==> src/source/hacd_pkg.sv <==
`default_nettype none
/* address map, table geometry and shared vector types
   for the page request manager, its free list registers and table memory */

package hacd_pkg;

	// entry and cacheline geometry
	localparam int ENTRY_W          = 64;
	localparam int ENTRIES_PER_LINE = 8;
	localparam int LINE_W           = ENTRY_W * ENTRIES_PER_LINE;
	// byte offset bits inside one 64 byte line
	localparam int LINE_SHIFT       = $clog2(LINE_W / 8);
	localparam int SLOT_W           = $clog2(ENTRIES_PER_LINE);
	localparam int ADDR_W           = 48;
	localparam int PPA_W            = 48;
	// entry layout: valid on top, ppa in the low bits
	localparam int ENTRY_VALID_BIT  = 63;

	// table memory holds ATT lines 0-31 and free list lines 32-47
	localparam int TBL_LINES        = 64;
	localparam int LINE_IDX_W       = $clog2(TBL_LINES);
	localparam int ENTRY_ADDR_W     = LINE_IDX_W + SLOT_W;
	localparam int ATT_ENTRIES      = 256;
	localparam int ATT_IDX_W        = $clog2(ATT_ENTRIES);
	localparam int LST_ENTRY_MAX    = 128;
	localparam int LST_IDX_W        = $clog2(LST_ENTRY_MAX);
	// 4k pages
	localparam int PAGE_SHIFT       = 12;

	typedef logic [ADDR_W-1:0]       hppa_t;
	typedef logic [PPA_W-1:0]        ppa_t;
	typedef logic [ADDR_W-1:0]       mem_addr_t;
	typedef logic [LINE_W-1:0]       line_t;
	typedef logic [ENTRY_W-1:0]      entry_t;
	typedef logic [LST_IDX_W-1:0]    lst_idx_t;
	// line index times 8 plus slot
	typedef logic [ENTRY_ADDR_W-1:0] entry_addr_t;
	typedef logic [SLOT_W-1:0]       slot_t;
	typedef logic [LINE_IDX_W-1:0]   line_idx_t;

	// address map
	localparam hppa_t     HPPA_BASE_ADDR  = 48'h0000_1000_0000;
	localparam mem_addr_t HAWK_ATT_START  = 48'h0000_0000_0000;
	// free list starts at line 32
	localparam mem_addr_t HAWK_LIST_START = 48'h0000_0000_0800;

endpackage

`default_nettype wire
==> src/source/hawk_free_list_regs.sv <==
`timescale 1ns/1ps
`default_nettype none
/* free list head and tail registers
   config load, pop advance and empty flag */

module hawk_free_list_regs (
	input  logic               clk_i,
	input  logic               rst_ni,
	input  logic               cfg_we,
	input  hacd_pkg::lst_idx_t cfg_head,
	input  hacd_pkg::lst_idx_t cfg_tail,
	input  logic               pop,
	output hacd_pkg::lst_idx_t head,
	output logic               empty
);

	hacd_pkg::lst_idx_t tail;
	hacd_pkg::lst_idx_t head_nxt;

	// head wraps at the end of the list
	always_comb begin
		if (head == hacd_pkg::lst_idx_t'(hacd_pkg::LST_ENTRY_MAX - 1)) begin
			head_nxt = '0;
		end else begin
			head_nxt = head + hacd_pkg::lst_idx_t'(1);
		end
	end

	// config load takes priority over a pop in the same cycle
	always_ff @(posedge clk_i or negedge rst_ni) begin
		if (!rst_ni) begin
			head <= '0;
			tail <= '0;
		end else if (cfg_we) begin
			head <= cfg_head;
			tail <= cfg_tail;
		end else if (pop) begin
			head <= head_nxt;
		end
	end

	// nothing left to hand out once head catches tail
	assign empty = (head == tail);

endmodule

`default_nettype wire

==> config.mk <==
export PLATFORM = sky130hd
export DESIGN_NAME = hawk_free_list_regs
export DESIGN_NICKNAME = d
export VERILOG_FILES = /design/src/source/hacd_pkg.sv /design/src/source/hawk_free_list_regs.sv
export SDC_FILE = /design/constraint.sdc
export NUM_CORES = 1
export LEC_CHECK = 0
export ABC_AREA = 1
export BUFFER_PORTS_ARGS = -buffer_cell sky130_fd_sc_hd__buf_2
export CORE_UTILIZATION = 45
export DETAILED_ROUTE_END_ITERATION = 7
export GPL_TIMING_DRIVEN = 0
export PLACE_DENSITY = 0.81
export SYNTH_ARGS = -nofsm -noshare
export SYNTH_HDL_FRONTEND = slang
export SYNTH_SLANG_ARGS = --single-unit
==> constraint.sdc <==
create_clock -name clk_i -period 2.58 [get_ports clk_i]
set_input_delay 0.516 -clock clk_i [delete_from_list [all_inputs] [get_ports clk_i]]
set_output_delay 0.516 -clock clk_i [all_outputs]
set_load 0.01 [all_outputs]
==> flow_summary_export.csv <==
group,metric,value,unit
status,outcome,"complete, but fails checks",
status,violations,"design-rule violations",
power,leakage,0.493,nW
yosys,syn-cell-area,785,um2
floorplanning,core_area,1560,um2
sta,rsz0062_at_grt,"no",
detailed_routing,drt_iter0_markers,10,
yosys,synthCells,95,
detailed_routing,firstDrtPassIters,6,
clock_network,postCtsHoldBufs,0,
yosys,synthMuxAreaShare,0,%
clock_network,clock-sinks,14,
final_layout,nNetsFinal,143,
sta,skew,5.42,ps
sta,hold_viol,0,
floorplanning,die_w,43.8,um
clock_network,post_cts_buffers,0,
setup_path,r2r_start,"head[0]",
global_routing,grtUsageMet2,35.2,%
sta,drv_slew,0,
sta,worst_pin_slew,314,ps
global_routing,grt_overflow,0,
power,power.total,0.557,mW
worst_hold_path,hold_class,"input pin to async pin",
floorplanning,ioPinCount,26,
run,maxCapViolCount,0,
floorplanning,dieArea,1910,um2
setup_path,path_max_fanout,6,
sta,layout_setup_ws,768,ps
yosys,ys_seq_elements,14,
detailed_routing,drc,3,
setup_path,start_kind,"register",
setup_path,endpoint_kind,"output pin",
sta,min_period,1810,ps
setup_path,r2r_slack,1250,ps
global_routing,grt_pass1_wl,2.64,mm
global_routing,gr-usage-met1,22.5,%
global_routing,grt.busiest_layer,"met2",
yosys,synth_cell_types,19,
detailed_routing,vias,683,
floorplanning,die_h,43.8,um
placed_design,hpwl,1.21,mm
setup_path,path_class,"register to output pin",
placed_design,gp_congestion,0.785,
global_routing,use_met3,2.50,%
clock_network,htree_levels,1,
setup_path,worstSetupStartpoint,"head[2]",
yosys,synth_simple_gate_area_share,28.1,%
setup_path,slowest_stage,"dfrtp_1",
detailed_routing,ant_nets,0,
setup_path,timing.rr.end,"head[5]",
yosys,synth_xor_area_share,11.2,%
clock_network,cts_resized,0,
placed_design,place_ws,1070,ps
yosys,synth_top_family_by_area,"simple AND/OR/NAND/NOR gates",
final_layout,final_cell_mix,"nand2_1 (33), buf_2 (26), dfrtp_1 (14)",
yosys,synth_nets,114,
yosys,synth_compound_area_share,8.93,%
setup_path,cp.arrival,1300,ps
power,ir_drop,373,uV
final_layout,insertedDiodeCount,0,
sta,period_share,70.3,%
final_layout,fill_cells,161,
setup_path,reg2regPathDepth,8,
yosys,syn_area_per_cell,8.26,um2
sta,timing.fmax,0.552,GHz
setup_path,crit_chain,"buf_6, xnor2_1, nand4_1, nor2_1, buf_2",
sta,relSlewSlack,79.1,%
yosys,ys_seq_area_share,44.7,%
setup_path,crit_required,2060,ps
floorplanning,start_util,50.3,%
yosys,synth-adder-area-share,1.59,%
yosys,synth-warning-count,0,
sta,finalSetupTns,0,ps
setup_path,cpPeakStageDelay,400,ps
final_layout,area_growth,22.5,%
sta,setup_viol,0,
power,power_density,579,nW/um2
global_routing,grt_usage,19.3,%
final_layout,post_route_cells_drive_above_1_share,30.9,%
clock_network,clk_path_buf_depth,2,
global_routing,grt_pass1_vias,634,
clock_network,cts_tree,"built",
global_routing,antenna_found_initial,0,
clock_network,cts_made_buffers,3,
final_layout,final_common_cell,"nand2_1",
clock_network,path_clk_slew,90,ps
detailed_routing,vias_per_cell,4.91,
clock_network,clock_latency,290,ps
detailed_routing,drt-wirelength-per-cell,11.4,um
clock_network,cts-root-buf,"clkbuf_4",
global_routing,grt_max_degree,15,
floorplanning,core.rowCount,14,
detailed_routing,wl,1.58,mm
placed_design,io_buffer_count,24,
[routing by layer]
layer | vias to the layer above | share of wire (%)
li1 | 359 | -
met1 | 298 | 44
met2 | 21 | 49
met3 | 5 | 4.7
met4 | 0 | 1.8
met5 | - | 0
[flip-flops by register name, indices dropped and copies added (netlist names)]
| signal | cells |
|---|---|
| head | 7 |
| tail | 7 |
[power breakdown]
part | switching (mW) | total (mW) | internal (mW)
clock network | 0.0760 | 0.162 | 0.0860
logic | 0.0644 | 0.126 | 0.0612
registers | 0.0273 | 0.269 | 0.242
total | 0.168 | 0.557 | 0.389
[worst max path at each step]
stage,depth (start not counted),endpoint
after floorplan,4,empty
after global placement,5,empty
after detailed placement,5,empty
after CTS,5,empty
after global routing,5,empty
final,5,empty
[layout make-up]
type | instances | area [um2] | area share, %
plain buffers | 3 | 21.3 | 2.21
clock buffers | 4 | 36.3 | 3.78
inverters | 6 | 22.5 | 2.34
multi-input cells | 72 | 390 | 40.6
flip-flops and latches | 14 | 350 | 36.5
well taps | 16 | 20.0 | 2.08
repair buffers | 24 | 120 | 12.5
[synthesized netlist by cell type]
master	n	area (um2)
nand2_1	33	124
dfrtp_1	14	350
xnor2_1	8	70.1
a22oi_1	6	45.0
inv_1	5	18.8
nand3_1	5	25.0
nor2_1	5	18.8
nand2_2	3	18.8
o21ai_1	3	15.0
buf_2	2	10.0
o21ai_0	2	10.0
xor2_1	2	17.5
buf_6	1	11.3
ha_1	1	12.5
inv_2	1	3.75
nand3_2	1	10.0
nand4_1	1	6.26
nor2_2	1	6.26
nor2_4	1	11.3
[metrics by stage]
stage	std cells	hold slack (ps)	util [%]	cell area [um2]
floorplan	95	220	-	785
CTS	139	122	61.6	961
detailed placement	135	434	59.3	925
finish	139	103	61.6	961
global route	139	133	61.6	961
global placement	135	420	59.3	925
[cell families after synthesis]
group           Yosys count
xor+xnor                 10
flops                    14
simple gates             50
buf+inv                   9
compound gates           11
fa+ha+maj                 1
[worst max-delay path: cells and delay by family (launching register included)]
family        cells  cell delay [ps]
buf+inv           2              270
flops             1              400
simple gates      2              200
xor+xnor          1              150
Note: power is estimated with default switching activity, not from simulation.
