==> src/source/hacd_pkg.sv <==
`default_nettype none
/* address map, table geometry and shared vector types
   for the page request manager, its free list registers and table memory */

package hacd_pkg;

	// entry and cacheline geometry
	localparam int ENTRY_W          = 64;
	localparam int ENTRIES_PER_LINE = 8;
	localparam int LINE_W           = ENTRY_W * ENTRIES_PER_LINE;
	// byte offset bits inside one 64 byte line
	localparam int LINE_SHIFT       = $clog2(LINE_W / 8);
	localparam int SLOT_W           = $clog2(ENTRIES_PER_LINE);
	localparam int ADDR_W           = 48;
	localparam int PPA_W            = 48;
	// entry layout: valid on top, ppa in the low bits
	localparam int ENTRY_VALID_BIT  = 63;

	// table memory holds ATT lines 0-31 and free list lines 32-47
	localparam int TBL_LINES        = 64;
	localparam int LINE_IDX_W       = $clog2(TBL_LINES);
	localparam int ENTRY_ADDR_W     = LINE_IDX_W + SLOT_W;
	localparam int ATT_ENTRIES      = 256;
	localparam int ATT_IDX_W        = $clog2(ATT_ENTRIES);
	localparam int LST_ENTRY_MAX    = 128;
	localparam int LST_IDX_W        = $clog2(LST_ENTRY_MAX);
	// 4k pages
	localparam int PAGE_SHIFT       = 12;

	typedef logic [ADDR_W-1:0]       hppa_t;
	typedef logic [PPA_W-1:0]        ppa_t;
	typedef logic [ADDR_W-1:0]       mem_addr_t;
	typedef logic [LINE_W-1:0]       line_t;
	typedef logic [ENTRY_W-1:0]      entry_t;
	typedef logic [LST_IDX_W-1:0]    lst_idx_t;
	// line index times 8 plus slot
	typedef logic [ENTRY_ADDR_W-1:0] entry_addr_t;
	typedef logic [SLOT_W-1:0]       slot_t;
	typedef logic [LINE_IDX_W-1:0]   line_idx_t;

	// address map
	localparam hppa_t     HPPA_BASE_ADDR  = 48'h0000_1000_0000;
	localparam mem_addr_t HAWK_ATT_START  = 48'h0000_0000_0000;
	// free list starts at line 32
	localparam mem_addr_t HAWK_LIST_START = 48'h0000_0000_0800;

endpackage

`default_nettype wire
==> src/source/hawk_pgrd_mngr.sv <==
`timescale 1ns/1ps
`default_nettype none
/* page request manager: lookup FSM, read address generation,
   entry decode, free list allocation and ATT write-back */

module hawk_pgrd_mngr (
	input  logic                  clk_i,
	input  logic                  rst_ni,
	input  logic                  lookup_req,
	input  hacd_pkg::hppa_t       hppa,
	output logic                  busy,
	output hacd_pkg::mem_addr_t   araddr,
	output logic                  arvalid,
	input  logic                  arready,
	input  hacd_pkg::line_t       rdata,
	input  logic                  rvalid,
	input  logic                  rlast,
	output logic                  rready,
	input  hacd_pkg::lst_idx_t    head,
	input  logic                  empty,
	output logic                  pop,
	output logic                  upd_we,
	output hacd_pkg::entry_addr_t upd_addr,
	output hacd_pkg::entry_t      upd_entry,
	output logic                  lookup_done,
	output logic                  lookup_hit,
	output logic                  lookup_alloc,
	output logic                  lookup_fail,
	output hacd_pkg::ppa_t        lookup_ppa
);

	typedef enum logic [2:0] {
		IDLE,
		ATT_REQ,
		ATT_WAIT,
		DECODE,
		LST_REQ,
		LST_WAIT,
		ALLOCATE
	} state_e;

	state_e                state_q;
	state_e                state_d;
	hacd_pkg::hppa_t       hppa_q;
	hacd_pkg::hppa_t       page_num;
	hacd_pkg::entry_addr_t att_idx;
	hacd_pkg::mem_addr_t   att_addr;
	hacd_pkg::mem_addr_t   lst_addr;
	hacd_pkg::slot_t       rd_slot;
	hacd_pkg::entry_t      ent_q;
	hacd_pkg::entry_t      ent_new;
	logic                  rready_q;
	logic                  beat;
	logic                  fin;
	logic                  fin_hit;
	logic                  fin_alloc;
	logic                  fin_fail;
	hacd_pkg::ppa_t        fin_ppa;

	// page number relative to the hppa base
	assign page_num = (hppa_q - hacd_pkg::HPPA_BASE_ADDR) >> hacd_pkg::PAGE_SHIFT;
	// ATT entry index equals the page number, bit 8 stays clear
	assign att_idx  = hacd_pkg::entry_addr_t'(page_num[hacd_pkg::ATT_IDX_W-1:0]);

	// line addresses: entry index divided by 8, times 64 bytes
	assign att_addr = hacd_pkg::HAWK_ATT_START +
		(hacd_pkg::mem_addr_t'(att_idx[hacd_pkg::ENTRY_ADDR_W-1:hacd_pkg::SLOT_W])
			<< hacd_pkg::LINE_SHIFT);
	assign lst_addr = hacd_pkg::HAWK_LIST_START +
		(hacd_pkg::mem_addr_t'(head[hacd_pkg::LST_IDX_W-1:hacd_pkg::SLOT_W])
			<< hacd_pkg::LINE_SHIFT);

	// slot of interest inside the returned line
	assign rd_slot = (state_q == LST_WAIT) ? head[hacd_pkg::SLOT_W-1:0]
		: att_idx[hacd_pkg::SLOT_W-1:0];

	// single beat, so rlast marks the only data transfer
	assign beat = rvalid && rready_q && rlast;

	// fresh ATT entry built from the popped free list ppa
	always_comb begin
		ent_new                            = '0;
		ent_new[hacd_pkg::ENTRY_VALID_BIT] = 1'b1;
		ent_new[hacd_pkg::PPA_W-1:0]       = ent_q[hacd_pkg::PPA_W-1:0];
	end

	always_comb begin
		state_d   = state_q;
		fin       = 1'b0;
		fin_hit   = 1'b0;
		fin_alloc = 1'b0;
		fin_fail  = 1'b0;
		fin_ppa   = ent_q[hacd_pkg::PPA_W-1:0];
		case (state_q)
			IDLE: begin
				if (lookup_req) begin
					state_d = ATT_REQ;
				end
			end
			// arvalid holds here until memory takes the address
			ATT_REQ: begin
				if (arready) begin
					state_d = ATT_WAIT;
				end
			end
			ATT_WAIT: begin
				if (beat) begin
					state_d = DECODE;
				end
			end
			DECODE: begin
				if (ent_q[hacd_pkg::ENTRY_VALID_BIT]) begin
					fin     = 1'b1;
					fin_hit = 1'b1;
					state_d = IDLE;
				end else if (empty) begin
					// miss with nothing to allocate
					fin      = 1'b1;
					fin_fail = 1'b1;
					fin_ppa  = '0;
					state_d  = IDLE;
				end else begin
					state_d = LST_REQ;
				end
			end
			LST_REQ: begin
				if (arready) begin
					state_d = LST_WAIT;
				end
			end
			LST_WAIT: begin
				if (beat) begin
					state_d = ALLOCATE;
				end
			end
			// pop and write-back go out in this cycle
			ALLOCATE: begin
				fin       = 1'b1;
				fin_alloc = 1'b1;
				state_d   = IDLE;
			end
			default: begin
				state_d = IDLE;
			end
		endcase
	end

	always_ff @(posedge clk_i or negedge rst_ni) begin
		if (!rst_ni) begin
			state_q      <= IDLE;
			rready_q     <= 1'b0;
			lookup_done  <= 1'b0;
			lookup_hit   <= 1'b0;
			lookup_alloc <= 1'b0;
			lookup_fail  <= 1'b0;
		end else begin
			state_q     <= state_d;
			// always ready for data once out of reset
			rready_q    <= 1'b1;
			lookup_done <= fin;
			// result flags held until the next done
			if (fin) begin
				lookup_hit   <= fin_hit;
				lookup_alloc <= fin_alloc;
				lookup_fail  <= fin_fail;
			end
		end
	end

	always_ff @(posedge clk_i) begin
		if (state_q == IDLE && lookup_req) begin
			hppa_q <= hppa;
		end
		// keep only the addressed entry of the line
		if (beat) begin
			ent_q <= rdata[rd_slot*hacd_pkg::ENTRY_W +: hacd_pkg::ENTRY_W];
		end
		if (fin) begin
			lookup_ppa <= fin_ppa;
		end
	end

	// done cycle already sees IDLE, so busy drops with it
	assign busy      = (state_q != IDLE);
	assign arvalid   = (state_q == ATT_REQ) || (state_q == LST_REQ);
	assign araddr    = (state_q == LST_REQ) ? lst_addr : att_addr;
	assign rready    = rready_q;
	assign pop       = (state_q == ALLOCATE);
	assign upd_we    = (state_q == ALLOCATE);
	assign upd_addr  = att_idx;
	assign upd_entry = ent_new;

endmodule

`default_nettype wire

==> config.mk <==
export PLATFORM = sky130hd
export DESIGN_NAME = hawk_pgrd_mngr
export DESIGN_NICKNAME = d
export VERILOG_FILES = /design/src/source/hacd_pkg.sv /design/src/source/hawk_pgrd_mngr.sv
export SDC_FILE = /design/constraint.sdc
export NUM_CORES = 1
export LEC_CHECK = 0
export CORE_AREA = 4 4 289 291
export CTS_CLUSTER_SIZE = 28
export DETAILED_ROUTE_END_ITERATION = 7
export DIE_AREA = 0 0 293 295
export DONT_BUFFER_PORTS = 1
export PLACE_DENSITY_LB_ADDON = 0.12
export SLEW_MARGIN = 5
export SYNTH_ARGS = -nofsm -noshare
export SYNTH_HDL_FRONTEND = slang
export SYNTH_SLANG_ARGS = --single-unit
==> constraint.sdc <==
create_clock -name clk_i -period 2.4 [get_ports clk_i]
set_input_delay 0.24 -clock clk_i [delete_from_list [all_inputs] [get_ports clk_i]]
set_output_delay 0.24 -clock clk_i [all_outputs]
set_load 0.01 [all_outputs]
==> results.cfg, run 1 <==
[yosys]
synth-edff-count = 105
synth_cells = 1098
yosys.area.top_type_share_pct = 30.2
synth_top_area_cell = edfxtp_1
synth-seq-area-share_pct = 32.1
synthTopCellsByArea = edfxtp_1 (30%), o2111a_1 (21%), o211ai_1 (14%)
synth.distinct_cells = 32
yosys_warnings = 0
avgSynthCellArea_um2 = 9.52
synth_ff_type = edfxtp_1
synth.ff_latch_count = 113
synth_most_common_cell = inv_1
synthArstFlopShare_pct = 7.08
syn-cell-area_um2 = 10400
synthTopCellsByCount = inv_1 (200), o2111a_1 (196), o211ai_1 (196)

[setup_path]
worstPathCellList = and3b_4, mux2_4, buf_12, o2111a_1, nor4_4, buf_4
critPathCapture = ent_q[20]
r2r-end = ent_q[20]
critical-path-top-delay-family = simple AND/OR/NAND/NOR gates
crit_path_max_fanout = 41
r2r_start = state_q[1]
crit_cells = 6
rr_worst_depth = 6
critPathLaunch = state_q[1]
critical_path_arrival_ns = 2.72
cp-start-kind = flip-flop
endpoint_kind = flip-flop
ff2ff_setup_slack_ns = 0.04
worst_path_max_delay_cell = and3b_4
cp.buffers_inverters = 2
required_ns = 2.76
slowest_delay_ns = 0.46
path_class = flip-flop to flip-flop

[power_and_ir_drop]
ir_drop_mv = 0.536
p_per_area_nw_per_um2 = 890
leakage_uw = 0.00450

[placement]
placed_area_um2 = 11600
post-place-ws_ns = -0.0485
hpwlAfterDp_um = 43400
gp_congestion = 0.773
port-buffer-count = 0

[clock_tree]
cts_root_buffer = clkbuf_16
clkSlewWorstSetupHoldPaths_ns = 0.07
clock_sinks = 113
numCtsBuffers = 17
clk-insertion-delay-late_ns = 0.48
htree_levels = 4
cts_tree = done
cts.path.max_buffers = 2

[timing]
fin_crit_ns = 2.36
final_max_slew_viol_count = 0
hold_viol_final = 0
rsz0062_at_grt = true
worst_slack_ns = 0.0384
setup_violations = 0
fin_worst_skew_ns = 0.00796
timing.final.crit_share_pct = 98.4
max_freq_mhz = 423

[grt]
grt_pass1_wl_um = 75200
grt_use_total_pct = 12.2
grt-ovfl-total = 0
grt_max_degree = 72
antenna_found_initial = 5
grt_pass1_vias = 9182

[die]
floorplan.initialDensity_pct = 13.0
core-area_um2 = 80500
io_pins = 752
dieArea_um2 = 86400
num_rows = 104
fp.dieH_um = 295
dieWidth_um = 293

[finish]
final_nets = 1607
drive_gt1_share_pct = 17.4
fillers = 9059
final_cell_area_um2 = 12400
syn2layout_area_growth_pct = 18.3

[route]
dr.pass1.iters = 4
drc_errors = 0
vias = 8878
wl_um = 56000
ant_nets = 0
drtIter0Drc = 435
vias_per_cell = 4.21
wl_per_cell_um = 26.5

[hold_path]
hp-class = input pin to async pin

[run_status]
status = complete, no violations

[flow_run]
cap_violations = 0
## cell families after synthesis
family,count (synthesis),synth area share [%]
compound gates,406,36.0
buf+inv,448,20.9
flops,113,32.1
mux,10,1.10
other cells,2,0.0719
simple gates,119,9.84
## sequential cells by signal, indices dropped and copies added (netlist names)
register / cells
ent_q: 49
rready: 1
lookup_ppa: 48
hppa_q: 8
lookup_done: 1
lookup_alloc: 1
lookup_fail: 1
state_q: 3
lookup_hit: 1
## per-stage QoR
step	std cells	total power (uW)	util (%)	TNS (ns)	hold slack, ns
global route	2108	11700	15.3	-0.000560	0.124
floorplan	1156	6440	-	0	-0.0556
finish	2108	11000	15.3	0	0.128
CTS	2102	11200	15.2	0	0.0807
detailed placement	2060	8430	14.4	-0.0485	-0.0553
global placement	2060	8480	14.4	-0.0403	-0.0553
## power by group
| part | switching [uW] | internal (uW) |
|---|---|---|
| clock | 1170 | 1410 |
| combinational | 3200 | 2140 |
| sequential | 386 | 2690 |
## cell type report
class / instances / area, um^2 / area share (%)
sequential: 113 / 3350 / 27.1
tap: 1060 / 1330 / 10.7
multi-input combinational: 595 / 5200 / 42.1
timing repair buffer: 106 / 1180 / 9.54
inverter: 200 / 752 / 6.08
clock buffer: 18 / 429 / 3.47
antenna: 2 / 5.00 / 0.0405
clock inverter: 14 / 118 / 0.951
## cells in the final DEF, fill, tap and decap left out, types with 5 or more instances in the layout
master | synthesis | routed
dfrtp_1 | 8 | 8
clkinvlp_4 | 0 | 6
nand2_1 | 5 | 5
clkbuf_16 | 0 | 19
conb_1 | 2 | 60
nor4_2 | 48 | 47
nor2b_1 | 50 | 50
dlygate4sd3_1 | 0 | 10
buf_12 | 0 | 24
inv_1 | 200 | 199
o211ai_1 | 196 | 196
a21oi_1 | 5 | 5
o21ai_0 | 6 | 6
edfxtp_1 | 105 | 105
buf_4 | 110 | 68
o2111a_1 | 196 | 196
## repair_timing
item,4_1_cts,5_1_grt
setup endpoints to repair,1,3
setup buffers,0,2
gates resized for setup,1,2
hold endpoints to repair,17,0
hold buffers,10,0
gates cloned,0,2
## metal layers
layer  wire [um]  vias to the layer above  global-route usage (%)  part of all wire (%)
met1       23600                     4417                    14.9                    42
li1            -                     3944                       -                     -
met2       27300                      472                    20.4                    49
met5          34                        -                       0                 0.061
met3        4050                       41                    4.03                   7.2
met4        1020                        4                    3.75                   1.8
## worst min path at each step
stage                   endpoint  cells after the start  slack (ns)    from
global placement          rready                      0       -0.06  rst_ni
finish               lookup_fail                      1        0.13  rst_ni
global route         lookup_fail                      1        0.12  rst_ni
CTS                       rready                      1        0.08  rst_ni
floorplan           lookup_alloc                      0       -0.06  rst_ni
detailed placement   lookup_fail                      0       -0.06  rst_ni
Note: power is estimated with default switching activity, not from simulation.
==> run 2: changes to the inputs <==
Settings changed: PLACE_DENSITY_LB_ADDON 0.12 to default, SLEW_MARGIN 5 to 20.
==> results.cfg, run 2 (synthesis results as in run 1) <==
[timing]
timing.final.crit_share_pct = 98.1
worst_slack_ns = 0.0453
hold_viol_final = 0
setup_violations = 0
tightest_slew_ns = 0.577
max_freq_mhz = 425
relSlewSlack_pct = 61.6
final_max_slew_viol_count = 0
fin_worst_skew_ns = 0.0468
fin_crit_ns = 2.35

[placement]
post-place-ws_ns = -0.0737
hpwlAfterDp_um = 42600
dp_cells = 2048
gp_congestion = 0.812
port-buffer-count = 0

[die]
fp.dieH_um = 295
dieWidth_um = 293
io_pins = 752
core-area_um2 = 80500
dieArea_um2 = 86400
floorplan.initialDensity_pct = 13.0
num_rows = 104

[setup_path]
path_class = flip-flop to flip-flop
required_ns = 2.63
critical_path_arrival_ns = 2.58
crit_top_cell = buf_4
slowest_delay_ns = 0.44
crit_path_max_fanout = 42
endpoint_kind = flip-flop
worst_path_max_delay_cell = dfrtp_1
cp-start-kind = flip-flop
worstPathCellList = and3b_4, buf_4, mux2i_4, buf_12, o2111a_1, buf_4, nor4_2

[grt]
antenna_found_initial = 13
grt_pass1_wl_um = 72100
grt_use_total_pct = 11.9
grt-ovfl-total = 0
grt_pass1_vias = 8995
grt_max_degree = 85

[finish]
reg.largest.list = ent_q (49), lookup_ppa (48), hppa_q (8)
stdcell_count = 2100
largest_reg_flops = 49
mostFrequentLayoutCells = inv_1 (199), o211ai_1 (196), o2111a_1 (196)
final_nets = 1595
mostFrequentLayoutCell = inv_1
multi_input_area_um2 = 5200
register_area_um2 = 3350
largest_register = ent_q
syn2layout_area_growth_pct = 17.9
drive_gt1_share_pct = 16.8
fillers = 9057

[run_status]
status = complete, no violations

[route]
drtIter0Drc = 624
dr.pass1.iters = 5
vias_per_cell = 4.25
wl_um = 54600
wl_per_cell_um = 26.0
vias = 8924
ant_nets = 0
drc_errors = 0

[clock_tree]
numCtsBuffers = 17
clk-insertion-delay-late_ns = 0.51
cts_root_buffer = clkbuf_16
htree_levels = 4
cts.path.max_buffers = 2
clock_sinks = 113
clkSlewWorstSetupHoldPaths_ns = 0.06
cts_tree = done

[power_and_ir_drop]
ir_drop_mv = 0.536
leakage_uw = 0.00447
p_per_area_nw_per_um2 = 911

[flow_run]
cap_violations = 0

[hold_path]
hp-class = input pin to flip-flop
==> run 2: cell count changes in the layout (fill, tap and decap cells not counted) <==
cell,previous run,this run
buf_4,68,58
diode_2,2,6
clkinv_1,3,0
clkinvlp_4,6,3
bufinv_16,1,3
clkinv_4,2,4
inv_6,1,3
buf_12,24,23
clkbuf_1,1,0
clkbuf_16,19,18
clkinv_2,2,3
==> run 2: worst max-delay path, delay by kind of cell, from the launching register on <==
kind / cells / cell delay (ns)
flip-flops: 1 / 0.44
buffers and inverters: 3 / 0.63
AND/OR/NAND/NOR: 2 / 0.42
AO/OA/AOI/OAI: 1 / 0.29
multiplexers: 1 / 0.31
==> run 2: power by group <==
group	switching, uW	internal (uW)
combinational	3200	2080
sequential	396	2690
clock	1210	1640
total	4810	6410
==> run 2: cell type report <==
class	count	share of cell area, %
Inverter	200	6.11
Multi-Input combinational cell	595	42.2
Antenna cell	6	0.122
Clock inverter	15	1.49
Tap cell	1060	10.8
Clock buffer	17	3.45
Sequential cell	113	27.2
Timing Repair Buffer	94	8.61
==> run 2: timing repair <==
action	in CTS	in global routing
buffers inserted	2	1
cloned	0	1
hold buffers	10	0
hold endpoints to repair	17	0
pin swaps	0	0
gates resized for setup	0	3
setup endpoints to repair	1	8
==> run 2: path summary, 6_finish.rpt <==
| check | startpoint | to | slack (ns) | cells past startpoint |
|---|---|---|---|---|
| worst max-delay path | state_q[2] | ent_q[9] | 0.05 | 7 |
| worst min-delay path | empty | lookup_hit | 0.12 | 4 |
| worst max register to register | state_q[2] | ent_q[9] | 0.05 | 7 |
| worst min register to register | lookup_fail | lookup_fail | 0.61 | 1 |
| max in group asynchronous | rst_ni | lookup_fail | 1.93 | 1 |
| min in group asynchronous | rst_ni | lookup_done | 0.15 | 1 |
==> run 2: through the flow <==
step / TNS (ns) / hold slack [ns] / cell area [um^2] / total power, uW / utilization (%)
5_1_grt: -0.00218 / 0.104 / 12300 / 11900 / 15.3
6_report: 0 / 0.115 / 12300 / 11200 / 15.3
3_3_place_gp: -0.0800 / -0.0553 / 11500 / 8270 / 14.3
3_5_place_dp: -0.0737 / -0.0553 / 11500 / 8330 / 14.3
2_1_floorplan: 0 / -0.0556 / 10700 / 6440 / -
4_1_cts: 0 / 0.0495 / 12200 / 11300 / 15.2
==> run 2: metal layers <==
| layer | GRT usage (%) | vias to the layer above | wire, um | share of wire (%) |
|---|---|---|---|---|
| met5 | 0 | - | 105 | 0.19 |
| li1 | - | 3938 | - | - |
| met4 | 4.11 | 16 | 1370 | 2.5 |
| met3 | 4.97 | 69 | 5070 | 9.3 |
| met1 | 14.5 | 4392 | 22700 | 42 |
| met2 | 19.1 | 509 | 25300 | 46 |
==> run 3: changes to the inputs <==
==> constraint.sdc (replaced) <==
create_clock -name clk_i -period 2.4 [get_ports clk_i]
set_input_delay 0.48 -clock clk_i [delete_from_list [all_inputs] [get_ports clk_i]]
set_output_delay 0.48 -clock clk_i [all_outputs]
set_load 0.01 [all_outputs]
==> results.cfg, run 3 (synthesis results as in run 1) <==
[placement]
hpwlAfterDp_um = 43700
port-buffer-count = 0
gp_congestion = 0.817

[route]
vias_per_cell = 4.21
wl_per_cell_um = 26.0
vias = 8892
drtIter0Drc = 484
wl_um = 54900
drc_errors = 0
dr.pass1.iters = 5
ant_nets = 0

[die]
core-area_um2 = 80500
fp.dieH_um = 295
dieWidth_um = 293
io_pins = 752
floorplan.initialDensity_pct = 13.0
num_rows = 104
dieArea_um2 = 86400

[power_and_ir_drop]
p_seq_share_pct = 26.6
leakage_uw = 0.00460
p_clk_share_pct = 25.7
ir_drop_mv = 0.555
switching_share_pct = 40.7
p_int_uw = 6900
p_switching_uw = 4730
combinationalPowerShare_pct = 47.8
p_per_area_nw_per_um2 = 926

[finish]
syn2layout_area_growth_pct = 20.1
final_nets = 1610
reg.largest.list = ent_q (49), lookup_ppa (48), hppa_q (8)
mostFrequentLayoutCell = inv_1
mostFrequentLayoutCells = inv_1 (199), o211ai_1 (196), o2111a_1 (189)
largest_register = ent_q
drive_gt1_share_pct = 19.8
largest_reg_flops = 49
final_util_pct = 15.6

[timing]
timing.final.crit_share_pct = 98.8
relSlewSlack_pct = 63.1
hold_viol_final = 0
max_freq_mhz = 422
whs_ns = 0.0917
setup_violations = 0
final_max_slew_viol_count = 0
rsz0062_at_grt = true
tightest_slew_ns = 0.553
fin_worst_skew_ns = 0.0140
fin_crit_ns = 2.37

[grt]
grt_pass1_wl_um = 72400
grt_pass1_vias = 9019
grt_max_degree = 108
antenna_found_initial = 14
grt_use_total_pct = 12.0
grt-ovfl-total = 0

[clock_tree]
cts_root_buffer = clkbuf_16
clkSlewWorstSetupHoldPaths_ns = 0.07
clock_sinks = 113
numCtsBuffers = 17
cts_tree = done
clk-insertion-delay-late_ns = 0.49
htree_levels = 4
cts.path.max_buffers = 2

[setup_path]
cp-start-kind = flip-flop
endpoint_kind = flip-flop
required_ns = 2.64
worst_path_max_delay_cell = dfrtp_1
path_class = flip-flop to flip-flop
slowest_delay_ns = 0.43
crit_path_max_fanout = 17
worstPathCellList = and3b_4, buf_4, mux2i_4, buf_4, buf_12, buf_4, o2111a_1, nor4_2
critical_path_arrival_ns = 2.61
crit_top_cell = buf_4

[hold_path]
hp-class = input pin to flip-flop

[run_status]
status = complete, no violations

[flow_run]
cap_violations = 0
==> run 3: metrics by stage <==
stage               cell area (um^2)  total power (uW)  std cells  worst slack [ns]  setup TNS, ns
finish                         12600             11600       2112            0.0298              0
CTS                            12400             11700       2102          -0.00296       -0.00325
global placement               11700              8450       2066           0.00659              0
detailed placement             11700              8490       2066         -0.000116      -0.000116
global route                   12600             12300       2111           -0.0299         -0.123
floorplan                      10700              6440       1156             0.114              0
==> run 3: timing repair <==
item,in CTS,in global routing
gates cloned,0,1
pin swaps,1,1
setup buffers,3,6
hold buffers,1,0
endpoints found under the hold margin,8,0
endpoints found under the setup margin,10,21
resized for setup,8,13
==> run 3: power groups by stage <==
stage / Sequential (uW) / Clock [uW] / Combinational [uW]
global route: 3130 / 3180 / 5990
floorplan: 2920 / 0 / 3520
global placement: 3150 / 0 / 5300
finish: 3090 / 2980 / 5560
detailed placement: 3150 / 0 / 5340
CTS: 3100 / 3140 / 5420
==> run 3: metal layers <==
layer	part of all wire (%)	vias up	routed length (um)	track usage [%]
li1	-	3941	-	-
met5	0.22	-	121	0
met4	2.6	18	1440	4.06
met2	46	505	25200	19.0
met1	42	4351	23200	14.8
met3	9.2	77	5060	4.99
==> run 3: worst max-delay path: cells and delay by family (launching register included) <==
family	cells	cell delay [ns]
AO/OA/AOI/OAI	1	0.25
buffers and inverters	4	0.68
flip-flops	1	0.43
multiplexers	1	0.25
AND/OR/NAND/NOR	2	0.46
==> run 3: layout make-up <==
cell class	count	area [um^2]
Timing Repair Buffer	109	1240
Fill cell	9018	68000
Clock inverter	10	183
Antenna cell	3	7.51
Clock buffer	22	464
Inverter	200	752
Multi-Input combinational cell	595	5230
Sequential cell	113	3350
Tap cell	1060	1330
==> run 3: path summary, 6_finish.rpt <==
path | startpoint | end | slack, ns | depth (start not counted)
worst max-delay path | state_q[1] | ent_q[21] | 0.03 | 8
worst min-delay path | hppa[12] | hppa_q[12] | 0.09 | 0
worst max register to register | state_q[1] | ent_q[21] | 0.03 | 8
worst min register to register | state_q[1] | state_q[2] | 0.58 | 1
max in group asynchronous | rst_ni | state_q[2] | 1.69 | 1
min in group asynchronous | rst_ni | rready | 0.38 | 1
